## src/axi_lite_pkg.sv

```systemverilog
// AXI4-Lite and CSR bus types
`default_nettype none

package axi_lite_pkg;

  localparam int unsigned AxilAddrWidth = 12;
  localparam int unsigned AxilDataWidth = 32;

  localparam logic [1:0] RespOkay   = 2'b00;
  localparam logic [1:0] RespSlvErr = 2'b10;

  // Master to slave
  typedef struct packed {
    logic [AxilAddrWidth-1:0]   awaddr;
    logic                       awvalid;
    logic [AxilDataWidth-1:0]   wdata;
    logic [AxilDataWidth/8-1:0] wstrb;
    logic                       wvalid;
    logic                       bready;
    logic [AxilAddrWidth-1:0]   araddr;
    logic                       arvalid;
    logic                       rready;
  } axil_req_t;

  // Slave to master
  typedef struct packed {
    logic                     awready;
    logic                     wready;
    logic [1:0]               bresp;
    logic                     bvalid;
    logic                     arready;
    logic [AxilDataWidth-1:0] rdata;
    logic [1:0]               rresp;
    logic                     rvalid;
  } axil_rsp_t;

  typedef struct packed {
    logic                       valid;
    logic                       write;
    logic [AxilAddrWidth-1:0]   addr;
    logic [AxilDataWidth-1:0]   wdata;
    logic [AxilDataWidth/8-1:0] wstrb;
  } csr_req_t;

  typedef struct packed {
    logic [AxilDataWidth-1:0] rdata;
    logic                     err;
  } csr_rsp_t;

endpackage

`default_nettype wire

```

## src/hci_cfg_pkg.sv

```systemverilog
// HCI queue configuration
`default_nettype none

package hci_cfg_pkg;

  // Queue geometry
  localparam int unsigned HciQueueDepth = 8;
  localparam int unsigned HciLevelWidth = 4;
  localparam int unsigned HciPtrWidth   = $clog2(HciQueueDepth);

  typedef logic [7:0] thld_t;

  // Threshold value after reset
  localparam thld_t ThldDefault = 8'd1;

  typedef struct packed {
    logic [31:0] hi;
    logic [31:0] lo;
  } cmd_desc_t;

  typedef logic [31:0] resp_desc_t;

  typedef struct packed {
    logic                     empty;
    logic                     full;
    logic                     thld_trig;
    logic [HciLevelWidth-1:0] level;
  } queue_status_t;

  // Register map, byte addresses
  localparam logic [11:0] CmdQueuePortAddr  = 12'h010;
  localparam logic [11:0] RespQueuePortAddr = 12'h014;
  localparam logic [11:0] QueueThldCtrlAddr = 12'h018;
  localparam logic [11:0] QueueStatusAddr   = 12'h01C;
  localparam logic [11:0] ResetControlAddr  = 12'h020;

  // RESET_CONTROL flush bits
  localparam int unsigned CmdQueueRstBit  = 1;
  localparam int unsigned RespQueueRstBit = 2;

endpackage

`default_nettype wire

```

## src/axi_lite_slave.sv

```systemverilog
// AXI4-Lite slave front end
`timescale 1ns/1ps
`default_nettype none

module axi_lite_slave (
  input  logic                    clk_i,
  input  logic                    rst_n_i,
  input  axi_lite_pkg::axil_req_t axil_req_i,
  output axi_lite_pkg::axil_rsp_t axil_rsp_o,
  output axi_lite_pkg::csr_req_t  csr_req_o,
  input  axi_lite_pkg::csr_rsp_t  csr_rsp_i
);
  import axi_lite_pkg::*;

  logic                     wr_accept;
  logic                     rd_accept;
  logic                     bvalid_q;
  logic [1:0]               bresp_q;
  logic                     rvalid_q;
  logic [1:0]               rresp_q;
  logic [AxilDataWidth-1:0] rdata_q;

  // AW and W taken together, write wins over a concurrent read
  assign wr_accept = axil_req_i.awvalid && axil_req_i.wvalid && !bvalid_q;
  assign rd_accept = axil_req_i.arvalid && !rvalid_q && !wr_accept;

  always_comb begin
    axil_rsp_o.awready = wr_accept;
    axil_rsp_o.wready  = wr_accept;
    axil_rsp_o.bresp   = bresp_q;
    axil_rsp_o.bvalid  = bvalid_q;
    axil_rsp_o.arready = !rvalid_q && !wr_accept;
    axil_rsp_o.rdata   = rdata_q;
    axil_rsp_o.rresp   = rresp_q;
    axil_rsp_o.rvalid  = rvalid_q;
  end

  // Single-cycle request toward the register block
  always_comb begin
    csr_req_o.valid = wr_accept || rd_accept;
    csr_req_o.write = wr_accept;
    csr_req_o.addr  = wr_accept ? axil_req_i.awaddr : axil_req_i.araddr;
    csr_req_o.wdata = axil_req_i.wdata;
    csr_req_o.wstrb = axil_req_i.wstrb;
  end

  // B channel
  always_ff @(posedge clk_i or negedge rst_n_i) begin
    if (!rst_n_i) begin
      bvalid_q <= 1'b0;
      bresp_q  <= RespOkay;
    end else if (wr_accept) begin
      bvalid_q <= 1'b1;
      bresp_q  <= csr_rsp_i.err ? RespSlvErr : RespOkay;
    end else if (axil_req_i.bready) begin
      bvalid_q <= 1'b0;
    end
  end

  // R channel control
  always_ff @(posedge clk_i or negedge rst_n_i) begin
    if (!rst_n_i) begin
      rvalid_q <= 1'b0;
      rresp_q  <= RespOkay;
    end else if (rd_accept) begin
      rvalid_q <= 1'b1;
      rresp_q  <= csr_rsp_i.err ? RespSlvErr : RespOkay;
    end else if (axil_req_i.rready) begin
      rvalid_q <= 1'b0;
    end
  end

  always_ff @(posedge clk_i) begin
    if (rd_accept) begin
      rdata_q <= csr_rsp_i.rdata;
    end
  end

  bvalid_hold_a: assert property (@(posedge clk_i) disable iff (!rst_n_i)
    bvalid_q && !axil_req_i.bready |=> bvalid_q && $stable(bresp_q));

  rvalid_hold_a: assert property (@(posedge clk_i) disable iff (!rst_n_i)
    rvalid_q && !axil_req_i.rready |=> rvalid_q && $stable(rresp_q) && $stable(rdata_q));

endmodule

`default_nettype wire

```

## src/hci_csr.sv

```systemverilog
// HCI queue register block
`timescale 1ns/1ps
`default_nettype none

module hci_csr (
  input  logic                       clk_i,
  input  logic                       rst_n_i,
  input  axi_lite_pkg::csr_req_t     csr_req_i,
  output axi_lite_pkg::csr_rsp_t     csr_rsp_o,

  // Command queue
  output logic                       cmd_wvalid_o,
  input  logic                       cmd_wready_i,
  output hci_cfg_pkg::cmd_desc_t     cmd_wdata_o,
  input  hci_cfg_pkg::queue_status_t cmd_status_i,
  output hci_cfg_pkg::thld_t         cmd_thld_o,
  output logic                       cmd_flush_o,

  // Response queue
  input  logic                       resp_rvalid_i,
  output logic                       resp_rready_o,
  input  hci_cfg_pkg::resp_desc_t    resp_rdata_i,
  input  hci_cfg_pkg::queue_status_t resp_status_i,
  output hci_cfg_pkg::thld_t         resp_thld_o,
  output logic                       resp_flush_o
);
  import hci_cfg_pkg::*;
  import axi_lite_pkg::*;

  logic                     wr_req;
  logic                     cmd_port_wr;
  logic                     thld_wr;
  logic                     rst_wr;
  logic                     lo_pending_q;
  logic [31:0]              lo_word_q;
  thld_t                    cmd_thld_q;
  thld_t                    resp_thld_q;

  assign wr_req      = csr_req_i.valid && csr_req_i.write;
  assign cmd_port_wr = wr_req && (csr_req_i.addr == CmdQueuePortAddr);
  assign thld_wr     = wr_req && (csr_req_i.addr == QueueThldCtrlAddr);
  assign rst_wr      = wr_req && (csr_req_i.addr == ResetControlAddr) && csr_req_i.wstrb[0];

  assign cmd_flush_o  = rst_wr && csr_req_i.wdata[CmdQueueRstBit];
  assign resp_flush_o = rst_wr && csr_req_i.wdata[RespQueueRstBit];

  // Second port word completes the descriptor
  assign cmd_wvalid_o = cmd_port_wr && lo_pending_q && !cmd_status_i.full;
  assign cmd_wdata_o  = '{hi: csr_req_i.wdata, lo: lo_word_q};

  assign cmd_thld_o  = cmd_thld_q;
  assign resp_thld_o = resp_thld_q;

  always_ff @(posedge clk_i or negedge rst_n_i) begin
    if (!rst_n_i) begin
      lo_pending_q <= 1'b0;
    end else if (cmd_flush_o) begin
      lo_pending_q <= 1'b0;
    end else if (cmd_port_wr && !cmd_status_i.full) begin
      lo_pending_q <= !lo_pending_q;
    end
  end

  always_ff @(posedge clk_i) begin
    if (cmd_port_wr && !lo_pending_q && !cmd_status_i.full) begin
      lo_word_q <= csr_req_i.wdata;
    end
  end

  // Thresholds, one byte lane each
  always_ff @(posedge clk_i or negedge rst_n_i) begin
    if (!rst_n_i) begin
      cmd_thld_q  <= ThldDefault;
      resp_thld_q <= ThldDefault;
    end else if (thld_wr) begin
      if (csr_req_i.wstrb[0]) begin
        cmd_thld_q <= csr_req_i.wdata[7:0];
      end
      if (csr_req_i.wstrb[1]) begin
        resp_thld_q <= csr_req_i.wdata[15:8];
      end
    end
  end

  // Response data and error flag
  always_comb begin
    csr_rsp_o.rdata = '0;
    csr_rsp_o.err   = 1'b0;
    resp_rready_o   = 1'b0;
    if (csr_req_i.valid) begin
      if (csr_req_i.write) begin
        case (csr_req_i.addr)
          CmdQueuePortAddr:  csr_rsp_o.err = !cmd_wready_i;
          QueueThldCtrlAddr: csr_rsp_o.err = 1'b0;
          ResetControlAddr:  csr_rsp_o.err = 1'b0;
          default:           csr_rsp_o.err = 1'b1;
        endcase
      end else begin
        case (csr_req_i.addr)
          RespQueuePortAddr: begin
            // Pop the head in the accept cycle
            if (resp_rvalid_i) begin
              csr_rsp_o.rdata = resp_rdata_i;
              resp_rready_o   = 1'b1;
            end else begin
              csr_rsp_o.err = 1'b1;
            end
          end
          QueueThldCtrlAddr: csr_rsp_o.rdata = {16'b0, resp_thld_q, cmd_thld_q};
          QueueStatusAddr:   csr_rsp_o.rdata = {17'b0, resp_status_i, 1'b0, cmd_status_i};
          default:           csr_rsp_o.err = 1'b1;
        endcase
      end
    end
  end

  // Full flag and queue ready must agree
  cmd_push_ready_a: assert property (@(posedge clk_i) disable iff (!rst_n_i)
    cmd_wvalid_o |-> cmd_wready_i);

endmodule

`default_nettype wire

```

## src/hci_queue.sv

```systemverilog
// HCI queue with ready threshold
`timescale 1ns/1ps
`default_nettype none

module hci_queue #(
  parameter type payload_t = logic [31:0]
) (
  input  logic                       clk_i,
  input  logic                       rst_n_i,
  input  logic                       flush_i,
  input  logic                       wvalid_i,
  output logic                       wready_o,
  input  payload_t                   wdata_i,
  output logic                       rvalid_o,
  input  logic                       rready_i,
  output payload_t                   rdata_o,
  input  hci_cfg_pkg::thld_t         ready_thld_i,
  output hci_cfg_pkg::queue_status_t status_o
);
  import hci_cfg_pkg::*;

  payload_t                 mem [HciQueueDepth];
  logic [HciPtrWidth-1:0]   wptr_q;
  logic [HciPtrWidth-1:0]   rptr_q;
  logic [HciLevelWidth-1:0] level_q;
  logic                     push;
  logic                     pop;
  thld_t                    eff_thld;

  assign push = wvalid_i && wready_o;
  assign pop  = rvalid_o && rready_i;

  // Zero threshold behaves as one
  assign eff_thld = (ready_thld_i == '0) ? thld_t'(1) : ready_thld_i;

  always_comb begin
    status_o.empty     = (level_q == '0);
    status_o.full      = (level_q == HciLevelWidth'(HciQueueDepth));
    status_o.thld_trig = (thld_t'(level_q) >= eff_thld);
    status_o.level     = level_q;
  end

  assign wready_o = !status_o.full;
  assign rvalid_o = !status_o.empty;
  assign rdata_o  = mem[rptr_q];

  always_ff @(posedge clk_i or negedge rst_n_i) begin
    if (!rst_n_i) begin
      wptr_q  <= '0;
      rptr_q  <= '0;
      level_q <= '0;
    end else if (flush_i) begin
      wptr_q  <= '0;
      rptr_q  <= '0;
      level_q <= '0;
    end else begin
      if (push) begin
        wptr_q <= wptr_q + 1'b1;
      end
      if (pop) begin
        rptr_q <= rptr_q + 1'b1;
      end
      // Simultaneous push and pop keep the level
      case ({push, pop})
        2'b10:   level_q <= level_q + 1'b1;
        2'b01:   level_q <= level_q - 1'b1;
        default: level_q <= level_q;
      endcase
    end
  end

  always_ff @(posedge clk_i) begin
    if (push) begin
      mem[wptr_q] <= wdata_i;
    end
  end

  level_bound_a: assert property (@(posedge clk_i) disable iff (!rst_n_i)
    level_q <= HciLevelWidth'(HciQueueDepth));

  // A pop needs stored data behind the pointers
  no_underflow_a: assert property (@(posedge clk_i) disable iff (!rst_n_i)
    pop |-> status_o.full || (wptr_q != rptr_q));

endmodule

`default_nettype wire

```

## src/hci_top.sv

```systemverilog
// HCI queue block top level
`timescale 1ns/1ps
`default_nettype none

module hci_top (
  input  logic                       aclk_i,
  input  logic                       rst_n_i,
  input  axi_lite_pkg::axil_req_t    s_axil_req_i,
  output axi_lite_pkg::axil_rsp_t    s_axil_rsp_o,
  output logic                       hci_cmd_rvalid_o,
  input  logic                       hci_cmd_rready_i,
  output hci_cfg_pkg::cmd_desc_t     hci_cmd_rdata_o,
  input  logic                       hci_resp_wvalid_i,
  output logic                       hci_resp_wready_o,
  input  hci_cfg_pkg::resp_desc_t    hci_resp_wdata_i,
  output hci_cfg_pkg::queue_status_t hci_cmd_status_o,
  output hci_cfg_pkg::queue_status_t hci_resp_status_o,
  output hci_cfg_pkg::thld_t         hci_cmd_thld_o,
  output hci_cfg_pkg::thld_t         hci_resp_thld_o
);
  import hci_cfg_pkg::*;
  import axi_lite_pkg::*;

  csr_req_t   csr_req;
  csr_rsp_t   csr_rsp;
  logic       cmd_wvalid;
  logic       cmd_wready;
  cmd_desc_t  cmd_wdata;
  logic       cmd_flush;
  logic       resp_rvalid;
  logic       resp_rready;
  resp_desc_t resp_rdata;
  logic       resp_flush;

  axi_lite_slave u_axil_slave (
    .clk_i      (aclk_i),
    .rst_n_i    (rst_n_i),
    .axil_req_i (s_axil_req_i),
    .axil_rsp_o (s_axil_rsp_o),
    .csr_req_o  (csr_req),
    .csr_rsp_i  (csr_rsp)
  );

  hci_csr u_csr (
    .clk_i         (aclk_i),
    .rst_n_i       (rst_n_i),
    .csr_req_i     (csr_req),
    .csr_rsp_o     (csr_rsp),
    .cmd_wvalid_o  (cmd_wvalid),
    .cmd_wready_i  (cmd_wready),
    .cmd_wdata_o   (cmd_wdata),
    .cmd_status_i  (hci_cmd_status_o),
    .cmd_thld_o    (hci_cmd_thld_o),
    .cmd_flush_o   (cmd_flush),
    .resp_rvalid_i (resp_rvalid),
    .resp_rready_o (resp_rready),
    .resp_rdata_i  (resp_rdata),
    .resp_status_i (hci_resp_status_o),
    .resp_thld_o   (hci_resp_thld_o),
    .resp_flush_o  (resp_flush)
  );

  // Software writes, controller reads
  hci_queue #(
    .payload_t (cmd_desc_t)
  ) u_cmd_queue (
    .clk_i        (aclk_i),
    .rst_n_i      (rst_n_i),
    .flush_i      (cmd_flush),
    .wvalid_i     (cmd_wvalid),
    .wready_o     (cmd_wready),
    .wdata_i      (cmd_wdata),
    .rvalid_o     (hci_cmd_rvalid_o),
    .rready_i     (hci_cmd_rready_i),
    .rdata_o      (hci_cmd_rdata_o),
    .ready_thld_i (hci_cmd_thld_o),
    .status_o     (hci_cmd_status_o)
  );

  // Controller writes, software reads
  hci_queue #(
    .payload_t (resp_desc_t)
  ) u_resp_queue (
    .clk_i        (aclk_i),
    .rst_n_i      (rst_n_i),
    .flush_i      (resp_flush),
    .wvalid_i     (hci_resp_wvalid_i),
    .wready_o     (hci_resp_wready_o),
    .wdata_i      (hci_resp_wdata_i),
    .rvalid_o     (resp_rvalid),
    .rready_i     (resp_rready),
    .rdata_o      (resp_rdata),
    .ready_thld_i (hci_resp_thld_o),
    .status_o     (hci_resp_status_o)
  );

endmodule

`default_nettype wire

```

## config.mk

```make
export PLATFORM = sky130hd
export DESIGN_NAME = hci_top
export DESIGN_NICKNAME = d
export VERILOG_FILES = /design/src/axi_lite_pkg.sv /design/src/hci_cfg_pkg.sv /design/src/axi_lite_slave.sv /design/src/hci_csr.sv /design/src/hci_queue.sv /design/src/hci_top.sv
export SDC_FILE = /design/constraint.sdc
export NUM_CORES = 1
export LEC_CHECK = 0
export ABC_AREA = 0
export BUFFER_PORTS_ARGS = -buffer_cell sky130_fd_sc_hd__buf_2
export CAP_MARGIN = 20
export CORE_UTILIZATION = 45
export CTS_BUF_LIST = sky130_fd_sc_hd__clkbuf_2 sky130_fd_sc_hd__clkbuf_4 sky130_fd_sc_hd__clkbuf_8
export DETAILED_ROUTE_END_ITERATION = 12
export HOLD_SLACK_MARGIN = 0.12
export MAX_ROUTING_LAYER = met4
export RECOVER_POWER = 50
export SYNTH_ARGS = -nofsm -noshare
export SYNTH_HDL_FRONTEND = slang
export SYNTH_SLANG_ARGS = --single-unit
```

## constraint.sdc

```tcl
create_clock -name aclk_i -period 7.05 [get_ports aclk_i]
set_input_delay 0.705 -clock aclk_i [delete_from_list [all_inputs] [get_ports aclk_i]]
set_output_delay 0.705 -clock aclk_i [all_outputs]
set_load 0.02 [all_outputs]
```

After elaboration in Yosys (flattened, before gate mapping)
Memories as Yosys holds them, arrays and structs flattened.
Index checks and enable logic that the tools add are counted.
Storage, ports and cells
  bits in read-only memories: 0
  bits of input ports: 101
  bits in latches: 0
  memory bits (writable): 768
  output and inout port bits: 137
  memories kept: 2
  register bits: 107
  word-level logic and storage cells: 124
Memory list
  u_cmd_queue.mem: depth 8, bits a word 64, read ports 1, clocked after Yosys merged registers in 0, wr ports 1, RTL line hci_queue.sv:22  | payload_t mem [HciQueueDepth];
  u_resp_queue.mem: depth 8, bits a word 32, read ports 1, clocked after Yosys merged registers in 0, wr ports 1, RTL line hci_queue.sv:22
Operators by class
  $lt $le $gt $ge: 2
  shifts and indexed selects: 0
  div/mod/pow operators: 0
  muxes and demuxes: 37
  $mul: 0
  bitwise logic cells: 1
  reduce and logical (&&, ||, !) cells: 48
  $add $sub $neg: 8
  equality and inequality tests: 11
Operators with widths (number)
  case mux 32 bit (3 select lines): 1
  == test 12 x 5 -> 1 bit (second input constant): 4
  two-way mux 32 bit: 1
  two-way mux 3 bit: 8
  logical AND 1 bit: 21
  two-way mux 1 bit: 17
  >= comparator 4 x 8 -> 1 bit: 2
  logical NOT 8 bit: 2
  two-way mux 8 bit: 2
  case mux 4 bit (2 select lines): 2
  nonzero test 2 bit: 7
  adder 3 x 1 -> 3 bit (second input constant): 4
  == test 12 x 6 -> 1 bit (second input constant): 1
  two-way mux 12 bit: 1
  adder 4 x 1 -> 4 bit (second input constant): 2
  == test 4 bit (second input constant): 2
  logical NOT 1 bit: 8
  logical NOT 4 bit: 2
  two-way mux 4 bit: 2
  subtractor 4 x 1 -> 4 bit (second input constant): 2
  nonzero test 3 bit: 2
  OR reduction 2 bit: 3
  == test 2 x 1 -> 1 bit (second input constant): 2
  == test 2 bit (second input constant): 2
  5 further kinds: 7

Longest topological paths before layout
Gate-level depths: netlist of run 1.
  depth after elaboration: 13
  depth in mapped cells: 13

Modules after synthesis
Synthesis of run 1 repeated with hierarchy kept, for this count alone.
Unflattened totals
  cell total of the unflattened synthesis: 1636
  area, all modules: 34983.6 µm²
By module, submodules not included
  hci_queue at u_cmd_queue: area each 19989.2 µm², sequential area each 15625.0 µm², times used 1, cells each 833
  hci_queue at u_resp_queue: area each 10550.1 µm², sequential area each 7937.6 µm², times used 1, cells each 464
  hci_csr: area each 2796.4 µm², sequential area each 1388.8 µm², times used 1, cells each 234
  axi_lite_slave: area each 1647.8 µm², sequential area each 1061.0 µm², times used 1, cells each 105

Least setup slack after synthesis of run 1
OpenSTA, ideal clock, no wires.
  path type: in2reg
  start: in s_axil_req_i[58] (netlist name)
  end: mem u_cmd_queue.mem[1][0] (netlist name), enable pin
  setup slack: 0.126 ns
  buffers on the path: 0
  cell stages on the path: 5
  arrival time: 6.359 ns
  cells stage by stage: or4b_4 -> nor3_4 -> o2111ai_2 -> or2_2 -> nor3_1
Between the ends
  word-level cells in the longest chain between the ends: 8
RTL lines
  start: declaration: RTL line hci_top.sv:8  | input axi_lite_pkg::axil_req_t s_axil_req_i,
  two-way mux 12 bit: RTL line axi_lite_slave.sv:42  | csr_req_o.addr = wr_accept ? axil_req_i.awaddr : axil_req_i.araddr;
  == test 12 x 5 -> 1 bit: RTL line hci_csr.sv:40  | assign cmd_port_wr = wr_req && (csr_req_i.addr == CmdQueuePortAddr);
  logical AND 1 bit: RTL line hci_csr.sv:40
  logical AND 1 bit (2 in series): RTL line hci_csr.sv:48  | assign cmd_wvalid_o = cmd_port_wr && lo_pending_q && !cmd_status_i.full;
  logical AND 1 bit: RTL line hci_queue.sv:30  | assign push = wvalid_i && wready_o;
  two-way mux 1 bit: RTL line hci_queue.sv:73  | if (push) begin
  two-way mux 1 bit (implied by the code): RTL line hci_queue.sv:74  | mem[wptr_q] <= wdata_i;
  end: declaration: RTL line hci_queue.sv:22
Every way passes these cells.

Worst setup path after layout of run 1
  start: reg u_axil_slave.bvalid_q
  end: mem u_cmd_queue.mem[4][10] (netlist name), enable pin
Between the ends
  word-level cells in the longest chain between the ends: 12
  elaborated cells on any way between the ends: 14
RTL lines
  start: declaration: RTL line axi_lite_slave.sv:17  | logic bvalid_q;
  start signal: assignment: RTL line axi_lite_slave.sv:50  | bvalid_q <= 1'b0;
  start signal: assignment: RTL line axi_lite_slave.sv:53  | bvalid_q <= 1'b1;
  start signal: assignment: RTL line axi_lite_slave.sv:56  | bvalid_q <= 1'b0;
  logical NOT 1 bit (*): RTL line axi_lite_slave.sv:24  | assign wr_accept = axil_req_i.awvalid && axil_req_i.wvalid && !bvalid_q;
  logical AND 1 bit (*): RTL line axi_lite_slave.sv:24
  parallel branches: the longest is 4 deep, another holds two-way mux 12 bit
  logical AND 1 bit (*): RTL line hci_csr.sv:40
  logical AND 1 bit (*) (2 in series): RTL line hci_csr.sv:48
  logical AND 1 bit (*): RTL line hci_queue.sv:30
  two-way mux 1 bit (*): RTL line hci_queue.sv:73
  two-way mux 1 bit (implied by the code) (*): RTL line hci_queue.sv:74
Mark *: on every way between the ends.

==> metrics, run 1 <==
status finished with violations; failing checks max-capacitance violations, max-slew violations; flops & latches, synth between 800 and 900; worst r2r dst u_cmd_queue.mem[4][10]$_DFFE_PP_; final cycle utilization of the critical path a little over three fifths; CP Data Arrival Time roughly 4.8 ns; worst setup margin around 2.6 ns; core area 0.0744 sq mm; routed vias/inst approximately 5.5; die area 0.0764 sq mm; final hold violation count 0; fin util a little over half; clock slew at reported path FFs 0.06 ns; first-pass GRT wire length around 110000 um; max_slew headroom -68.0%; Synth top area share 73.7%; root buffer cell clkbuf_8; dpl ws 2.71 ns; Post-Route Setup TNS 0 ns; fraction of layout cells with a size suffix above 1 between 30% and 40%; WHS Path Cells 3; I/O pin count around 240; CP Max Fanout 27; Post-synth EDFFs ~830; area leader, netlist edfxtp_1; P_leak approximately 13 nW; HP Start s_axil_req_i[55]; H-tree lvl count 4; Final min period 4.41 ns; ranking of synthesized cells by area edfxtp_1 74%, mux4_2 13%, mux2_2 3.5%; vias around 16k; initial antenna violation count 5; worst reg2reg path depth 7; sequential fraction of the synthesis area roughly 77%; Post-CTS Hold Fix Bufs 24; # nets final between 2k and 2.5k; total power between 0.01 and 0.015 W; Mean Syn Cell Area between 20 and 25 sq um; CTS resizes 0; Reg-to-Reg Start u_axil_slave.bvalid_q$_DFFE_PN0P_; Data required, critical path roughly 7.5 ns; Power per Cell Area around 290 mW/mm^2; CTS Buf Count around 140; largest net degree at the start of global routing a little under 70; Startpoint Class register; vias in the first global route 17.5k; CTS tree built; die width 276 um; synth cell count leaders 832 x edfxtp_1, 192 x mux4_2, 105 x mux2_2; RSZ-0062 raised after global routing no; Synth Flop Type edfxtp_1; post-DR wirelength/cell approximately 25 um; dpl cell area around 0.036 sq mm; HP Class input port to register; most common cell in the netlist edfxtp_1; die height roughly 280 um; DRT Pass-1 Iters 5; total global routing track utilization 20.2%; Congestion Overflow GR 0; floorplan row count 100; P&R area growth vs syn 15.7%; Worst R2R Setup Slack 2.64 ns; Netlist cell types 64; max-cap violation count 1; Initial Utilization approximately 46%; GP Congestion ~0.83; HPWL after detailed placement roughly 43000 um; FFs w/ async S/R, synth roughly 4.7%; # clock sinks 873; post-route clock skew between 0.05 and 0.06 ns; CP Class register to register; Final Cell Area around 0.039 sq mm; post-route ant nets 0; cell area after synthesis around 0.034 sq mm; 1st-iter DRT viols approximately 1.3k; WL final about 74000 um; clock buffer depth 3; max-slew violation count 42; # setup viols final 0; Skew-Pair Late Insertion Delay 0.80 ns; drt drc 0; Syn Inst Count approximately 1.5k; Crit. End Element register; Least-Margin Pin Slew around 2.5 ns; Max Clk Rate roughly 230 MHz; input/output buffers 233; synthesis warning total 0; Setup Buffers After CTS 0; peak supply drop between 0.00015 and 0.0002 V; WHS Endpoint u_axil_slave.bresp_q[1]$_DFFE_PN0N_
layout by cell type (no fill, tap or decap), drive strengths merged, types with 5 or more instances in the layout:
cell type	n
nand2	27
xor2	10
a22oi	13
ha	16
nor4	7
o21ai	14
nand4	5
inv	28
a21oi	14
mux4	192
nor2	61
edfxtp	832
buf	163
diode	7
mux2i	23
clkinv	47
dlygate4sd3	24
clkbuf	302
and2	6
dfrtp	39
nand3	5
nor3	10
nand2b	7
or4b	5
mux2	106
stage by stage:
stage                     instances  hold slack (ns)
after floorplan                1535            0.409
after global placement         2700            0.464
after detailed placement       2700            0.477
after CTS                      2981            0.121
after global routing           2986            0.204
final                          2988            0.247
logic make-up after synthesis:
family,synth area share [%]
mux,17.0
xor+xnor,0.362
other cells,0.0111
compound gates,1.40
flops,76.8
simple gates,2.61
fa+ha+maj,0.591
buf+inv,1.27
sequential cells by signal (all words and copies together), names as in the netlist:
signal / count
u_csr.cmd_thld_o: 8
u_resp_queue.rptr_q: 3
u_resp_queue.level_q: 4
u_axil_slave.bvalid_q: 1
u_cmd_queue.wptr_q: 3
u_axil_slave.bresp_q: 1
u_cmd_queue.rptr_q: 3
u_axil_slave.rdata_q: 32
u_resp_queue.mem: 256
u_cmd_queue.level_q: 4
u_csr.lo_pending_q: 1
u_csr.lo_word_q: 32
u_csr.resp_thld_o: 8
u_axil_slave.rresp_q: 1
u_axil_slave.rvalid_q: 1
u_cmd_queue.mem: 512
u_resp_queue.wptr_q: 3
power by group:
part | internal (W) | leakage, nW | switching [W]
clock | 0.00229 | 1.48 | 0.00199
combinational | 0.000405 | 3.07 | 0.000610
sequential | 0.00593 | 8.04 | 0.000114
total | 0.00862 | 12.6 | 0.00272
layout make-up:
cell class / count / area, sq um
Tap cell: 969 / 1210
Antenna cell: 7 / 17.5
Timing Repair Buffer: 294 / 1550
Clock inverter: 62 / 424
Fill cell: 5921 / 35300
Multi-Input combinational cell: 571 / 7520
Clock buffer: 195 / 2370
Sequential cell: 873 / 26000
Inverter: 17 / 63.8
critical path: stages (launching register included):
cell and delay, ns:
dfrtp_1 0.40, nand3b_1 0.50, inv_1 0.57, and4b_1 0.36
o2111ai_2 0.35, nand2b_1 0.46, nor2_4 0.89, buf_4 0.49
per-layer routing:
layer	share of wire, %	track usage (%)
met2	50	32.2
met5	0	-
met4	1.7	6.19
met1	42	25.7
met3	6.0	4.99
how the worst max path moves through the flow:
stage / from / to / slack [ns]
final: u_axil_slave.bvalid_q$_DFFE_PN0P_ / u_cmd_queue.mem[4][10]$_DFFE_PP_ / 2.64
after CTS: u_cmd_queue.rptr_q[0]$_DFFE_PN0P_ / hci_cmd_rdata_o[13] / 2.74
after global placement: s_axil_req_i[52] / u_cmd_queue.mem[7][31]$_DFFE_PP_ / 2.73
after global routing: u_axil_slave.bvalid_q$_DFFE_PN0P_ / u_cmd_queue.mem[4][11]$_DFFE_PP_ / 2.42
after detailed placement: s_axil_req_i[52] / u_cmd_queue.mem[4][4]$_DFFE_PP_ / 2.71
after floorplan: s_axil_req_i[58] / u_cmd_queue.mem[1][0]$_DFFE_PP_ / 0.13
Power figures use the tool's default switching activity.
==> inputs of run 2 (changes only) <==
- ABC_AREA: 0 -> 1
- clock period: 7.05 -> 4.6 ns (I/O delays scaled with it)
==> run 2 against run 1 <==
  * The flow still finishes with violations (max-capacitance violations, max-slew violations)
  * Total power is 89% higher
  * Via count up 38%
  * Core utilization increased by 0.50 points
  * Synthesized cell count grew 71%
  * Die area grew 1.7%
  * Final cell count up 36%
  * Hold slack worse by 0.017 ns
  * Non-clock buffer count increased by 59
  * Maximum frequency grew 9.6%
  * Combinational power increased to 5.2 times the previous value
  * Routed wire length grew 21%
  * First-iteration DRC count grew 65%
==> metrics, run 2 <==
status finished with violations; failing checks max-capacitance violations, max-slew violations; # setup viols final 0; flops & latches, synth ~870; most frequent cells in the layout 832 x edfxtp_1, 574 x nor2_1, 359 x o21ai_0; die height around 280 um; vias about 23k; largest register by flop count u_cmd_queue.mem; Power per Cell Area approximately 530 mW/mm^2; Setup Buffers After CTS 0; 1st-iter DRT viols ~2.1k; Post-synth EDFFs approximately 830; final cycle utilization of the critical path 87.5%; drt drc 0; core area approximately 0.076 sq mm; GP Congestion 0.841; initial antenna violation count 10; max_slew headroom -69.5%; die width 279 um; Post-Route Setup TNS 0 ns; ranking of synthesized cells by area edfxtp_1 73%, nor2_1 6.3%, o21ai_0 5.2%; H-tree lvl count 4; fin util 53.1%; CTS Buf Count ~140; clock slew at reported path FFs approximately 0.06 ns; DRT Pass-1 Iters 6; Least-Margin Pin Slew 2.54 ns; # clock sinks between 800 and 900; HP Class input port to register; I/O pin count between 200 and 250; Synth Flop Type edfxtp_1; root buffer cell clkbuf_8; Netlist cell types 46; post-route clock skew around 0.056 ns; fraction of layout cells with a size suffix above 1 between 10% and 20%; worst reg2reg path depth 9; biggest regs u_cmd_queue.mem (512), u_resp_queue.mem (256); P_leak around 14 nW; synth cell count leaders 832 x edfxtp_1, 578 x nor2_1, 359 x o21ai_0; clock buffer depth 3; synthesis warning total 0; Final min period between 4 and 5 ns; area leader, netlist edfxtp_1; WL final 89200 um; post-DR wirelength/cell 22.0 um; total global routing track utilization a little under a quarter; CTS tree built; die area 0.0777 sq mm; routed vias/inst about 5.5; Data required, critical path 5.29 ns; final hold violation count 0; Worst R2R Setup Slack approximately 0.57 ns; floorplan row count a little over 100; Setup crit start u_axil_slave.bvalid_q$_DFFE_PN0P_; CP Data Arrival Time roughly 4.7 ns; RSZ-0062 raised after global routing no; sequential fraction of the synthesis area about three quarters; worst r2r dst u_resp_queue.level_q[3]$_DFFE_PN0P_; Syn Inst Count roughly 2.6k; CP Max Fanout 28; Crit. End Element register; largest net degree at the start of global routing roughly 140; most common cell after layout, fill and taps aside edfxtp_1; input/output buffers ~230; Initial Utilization between 40% and 50%; peak supply drop 0.000365 V; HPWL after detailed placement 50300 um; most common cell in the netlist edfxtp_1; max-cap violation count 2; max-slew violation count 71; CP endpoint u_resp_queue.level_q[3]$_DFFE_PN0P_; Skew-Pair Late Insertion Delay around 0.80 ns; vias in the first global route about 22k; cell area after synthesis 0.0344 sq mm; Max Clk Rate 248 MHz; Congestion Overflow GR 0; Largest register FFs 512; first-pass GRT wire length 133000 um; Synth top area share between 70% and 80%; # nets final 3089; FFs w/ async S/R, synth under 10%; Mean Syn Cell Area about 13 sq um; Reg-to-Reg Start u_axil_slave.bvalid_q$_DFFE_PN0P_; Startpoint Class register; CP Class register to register; post-route ant nets 0; P&R area growth vs syn 17.0%
==> run 2: cell count changes after synthesis, sizes merged, moves of 93 or more <==
cell and delta:
nand2 +159, clkbuf +93, mux4 -192, o21ai +346, nor2 +522, o22ai +96
==> run 2: kinds of logic after synthesis <==
family | Yosys count | synth area share, %
adders and majority gates | 16 | 0.581
DFF | 873 | 75.5
AOI/OAI and AO/OA | 620 | 10.1
muxes | 35 | 1.16
buffers and inverters | 242 | 2.77
and+or+nand+nor | 838 | 9.74
other | 1 | 0.0109
xor gates and xnor gates | 5 | 0.127
==> run 2: per-stage QoR <==
step                      std cells  worst slack (ns)  hold WS, ns  area (sq um)  power (W)
after detailed placement       3733             0.932        0.494         36900     0.0149
final                          4061             0.573        0.230         40300     0.0214
after floorplan                2631             -1.93        0.164         34500     0.0129
after global routing           4059             0.352        0.191         40300     0.0224
after CTS                      4052             0.628        0.165         40400     0.0216
after global placement         3733              1.01        0.480         36900     0.0148
==> run 2: power breakdown <==
group	switching (W)	leakage, nW	internal, W
Clock	0.00306	1.50	0.00359
Sequential	0.000286	8.02	0.00910
Combinational	0.00376	4.36	0.00156
==> run 2: what timing repair did <==
action	in CTS	in global routing
resized for setup	0	0
hold endpoints to repair	599	0
hold buffers	70	0
==> run 2: critical path, stage by stage, from the launching register on <==
cell and delay [ns]:
dfrtp_1 0.37, nor2_1 0.20, clkbuf_1 0.26, nor2_1 0.58, clkbuf_1 1.48, nand4_1 0.53, a21oi_1 0.28, nand2_1 0.09
nand3_1 0.07, nand2_1 0.05
==> run 2: worst min path at each step <==
stage | start | to | cells after the start
floorplan | rst_n_i | u_axil_slave.bresp_q[1]$_DFFE_PN0N_ | 0
global placement | u_axil_slave.bresp_q[1]$_DFFE_PN0N_ | u_axil_slave.bresp_q[1]$_DFFE_PN0N_ | 2
detailed placement | u_axil_slave.bresp_q[1]$_DFFE_PN0N_ | u_axil_slave.bresp_q[1]$_DFFE_PN0N_ | 2
CTS | s_axil_req_i[17] | u_csr.resp_thld_o[1]$_DFFE_PN0P_ | 3
global route | s_axil_req_i[17] | u_csr.resp_thld_o[0]$_DFFE_PN1P_ | 3
finish | s_axil_req_i[17] | u_csr.resp_thld_o[5]$_DFFE_PN0P_ | 3
==> run 2: area by class of cell <==
cell class | count | area [sq um]
antenna | 8 | 20.0
clock inverter | 36 | 283
clock buffer | 213 | 2560
timing repair buffer | 353 | 2320
inverter | 84 | 325
sequential | 873 | 26000
multi-input combinational | 1516 | 7540
tap | 978 | 1220
fill | 6325 | 35500
==> run 2: per-layer routing <==
| layer | vias to the layer above | global-route usage (%) | routed length [um] |
|---|---|---|---|
| met5 | - | - | 0 |
| met4 | 0 | 9.57 | 2620 |
| met3 | 171 | 4.60 | 6460 |
| met2 | 891 | 37.7 | 43800 |
| met1 | 11200 | 29.8 | 36300 |
| li1 | 10300 | - | - |
==> inputs of run 3 (changes only) <==
- CTS_BUF_LIST: sky130_fd_sc_hd__clkbuf_2 sky130_fd_sc_hd__clkbuf_4 sky130_fd_sc_hd__clkbuf_8 -> sky130_fd_sc_hd__clkbuf_8
- MAX_ROUTING_LAYER: met4 -> unset
- SETUP_SLACK_MARGIN: unset -> 0.02
==> run 3 against run 2 <==
  * The run still ends with max-capacitance violations, max-slew violations left
  * Global-route usage shrank 0.77 points
  * Sequential share of layout area increased by 0.38 points
  * Via count is 0.51% lower
  * Die area did not move
  * Clock power is 7.4% lower
  * Largest cell class unchanged
  * Critical path type unchanged
  * Core utilization is 0.31 points lower
  * Total power decreased by 2.3%
  * Non-clock buffer count unchanged
  * Clock skew fell by 0.00082 ns
  * Combinational power about the same
  * Worst setup slack improved by 0.0029 ns
==> metrics, run 3 (same netlist as run 2, synthesis figures left out) <==
status finished with violations; failing checks max-capacitance violations, max-slew violations; clock buffer depth 3; Worst R2R Setup Slack a little under 0.6 ns; routed vias/inst ~5.5; root buffer cell clkbuf_8; CP Max Fanout 28; first-pass GRT wire length about 130000 um; Final Cell Area 0.0401 sq mm; core area 0.0758 sq mm; RSZ-0062 raised after global routing no; P&R area growth vs syn 16.3%; Congestion Overflow GR 0; die height ~280 um; P_leak between 10 and 15 nW; final hold violation count 0; floorplan row count just over 100; fraction of layout cells with a size suffix above 1 around 13%; Max Clk Rate around 250 MHz; CTS Buf Count 144; worst reg2reg path depth 9; CTS resizes 0; CTS tree built; max-slew violation count a little over 70; total global routing track utilization 22.9%; biggest regs u_cmd_queue.mem (512), u_resp_queue.mem (256); # nets final approximately 3k; Crit. End Element register; Crit path depth 9; fin util a little over half; final cycle utilization of the critical path slightly below 90%; clock slew at reported path FFs 0.06 ns; post-DR wirelength/cell roughly 22 um; die area about 0.078 sq mm; die width about 280 um; Skew-Pair Late Insertion Delay roughly 0.8 ns; Startpoint Class register; # setup viols final 0; H-tree lvl count 4; vias approximately 22k; initial antenna violation count 9; post-route ant nets 0; most frequent cells in the layout 832 x edfxtp_1, 574 x nor2_1, 359 x o21ai_0; DRT Pass-1 Iters 7; worst r2r dst u_resp_queue.level_q[3]$_DFFE_PN0P_; GP Congestion between 0.8 and 0.9; Setup crit start u_axil_slave.bvalid_q$_DFFE_PN0P_; max_slew headroom -66.6%; CP endpoint u_resp_queue.level_q[3]$_DFFE_PN0P_; CP delay by family, top buffers and inverters; CP Class register to register; Power per Cell Area 521 mW/mm^2; Final min period slightly above 4 ns; CP Data Arrival Time ~4.7 ns; # clock sinks approximately 870; I/O pin count ~240; post-route clock skew about 0.055 ns; WL final 88900 um; max-cap violation count 2; input/output buffers approximately 230; most common cell after layout, fill and taps aside edfxtp_1; Least-Margin Pin Slew 2.50 ns; Data required, critical path around 5.3 ns; CP max-delay cell clkbuf_1; worst path cell trace nor2_1 > clkbuf_1 > nor2_1 > clkbuf_1 > nand4_1 > a21oi_1 > nand2_1 > nand3_1 > nand2_1; WHS Path Cells 3; slowest cell delay on critical path 1.47 ns; Reg-to-Reg Start u_axil_slave.bvalid_q$_DFFE_PN0P_; Initial Utilization 45.4%; Largest register FFs just over 500; dpl cell area roughly 0.037 sq mm; peak supply drop roughly 0.00037 V; Buf+Inv Stages, Crit Path 2; Fillers 6355; largest register by flop count u_cmd_queue.mem; largest net degree at the start of global routing 138; 1st-iter DRT viols between 2k and 2.5k; vias in the first global route between 20k and 25k; drt drc 0; HPWL after detailed placement 50300 um; HP Class input port to register
[run 3: worst min-delay path by stage]
stage	endpoint	slack [ns]	startpoint
global placement	u_axil_slave.bresp_q[1]$_DFFE_PN0N_	0.48	u_axil_slave.bresp_q[1]$_DFFE_PN0N_
CTS	u_csr.resp_thld_o[1]$_DFFE_PN0P_	0.17	s_axil_req_i[17]
floorplan	u_axil_slave.bresp_q[1]$_DFFE_PN0N_	0.16	rst_n_i
detailed placement	u_axil_slave.bresp_q[1]$_DFFE_PN0N_	0.49	u_axil_slave.bresp_q[1]$_DFFE_PN0N_
finish	u_csr.resp_thld_o[5]$_DFFE_PN0P_	0.22	s_axil_req_i[17]
global route	u_csr.resp_thld_o[0]$_DFFE_PN1P_	0.19	s_axil_req_i[17]
[run 3: worst reg2reg max path, cell delays in order, from the launching register on]
cell and delay [ns]:
dfrtp_1 0.37, nor2_1 0.21, clkbuf_1 0.27, nor2_1 0.58
clkbuf_1 1.47, nand4_1 0.54, a21oi_1 0.29, nand2_1 0.09
nand3_1 0.07, nand2_1 0.05
[run 3: routing by layer]
layer	vias to the layer above	GRT usage, %	wire [um]
li1	10300	-	-
met1	11100	29.5	36200
met2	879	37.6	43800
met3	161	4.78	6260
met4	6	9.52	2630
met5	-	0	38
[run 3: report_power, final]
| part | internal, W | switching [W] |
|---|---|---|
| Clock | 0.00310 | 0.00307 |
| Sequential | 0.00910 | 0.000285 |
| Combinational | 0.00156 | 0.00375 |
[run 3: per-stage QoR]
| stage | hold slack [ns] | power [W] | setup TNS [ns] | setup slack [ns] | std cells |
|---|---|---|---|---|---|
| after CTS | 0.165 | 0.0211 | 0 | 0.629 | 4052 |
| after floorplan | 0.164 | 0.0129 | -861.76 | -1.93 | 2631 |
| after global placement | 0.480 | 0.0148 | 0 | 1.01 | 3733 |
| after global routing | 0.188 | 0.0219 | 0 | 0.355 | 4054 |
| final | 0.223 | 0.0209 | 0 | 0.576 | 4056 |
| after detailed placement | 0.494 | 0.0149 | 0 | 0.932 | 3733 |
[run 3: cell type report]
cell class	instances	area (sq um)	area share, %
Sequential cell	873	26000	65.0
Clock buffer	153	2110	5.26
Multi-Input combinational cell	1516	7540	18.8
Antenna cell	3	7.51	0.0187
Inverter	84	325	0.812
Clock inverter	96	508	1.27
Tap cell	978	1220	3.05
Timing Repair Buffer	353	2320	5.79
[run 3: repair_timing]
item                                    4_1_cts  5_1_grt
endpoints found under the setup margin        0        0
hold buffers                                 70        0
endpoints found under the hold margin       599        0
buffers inserted                              0        0
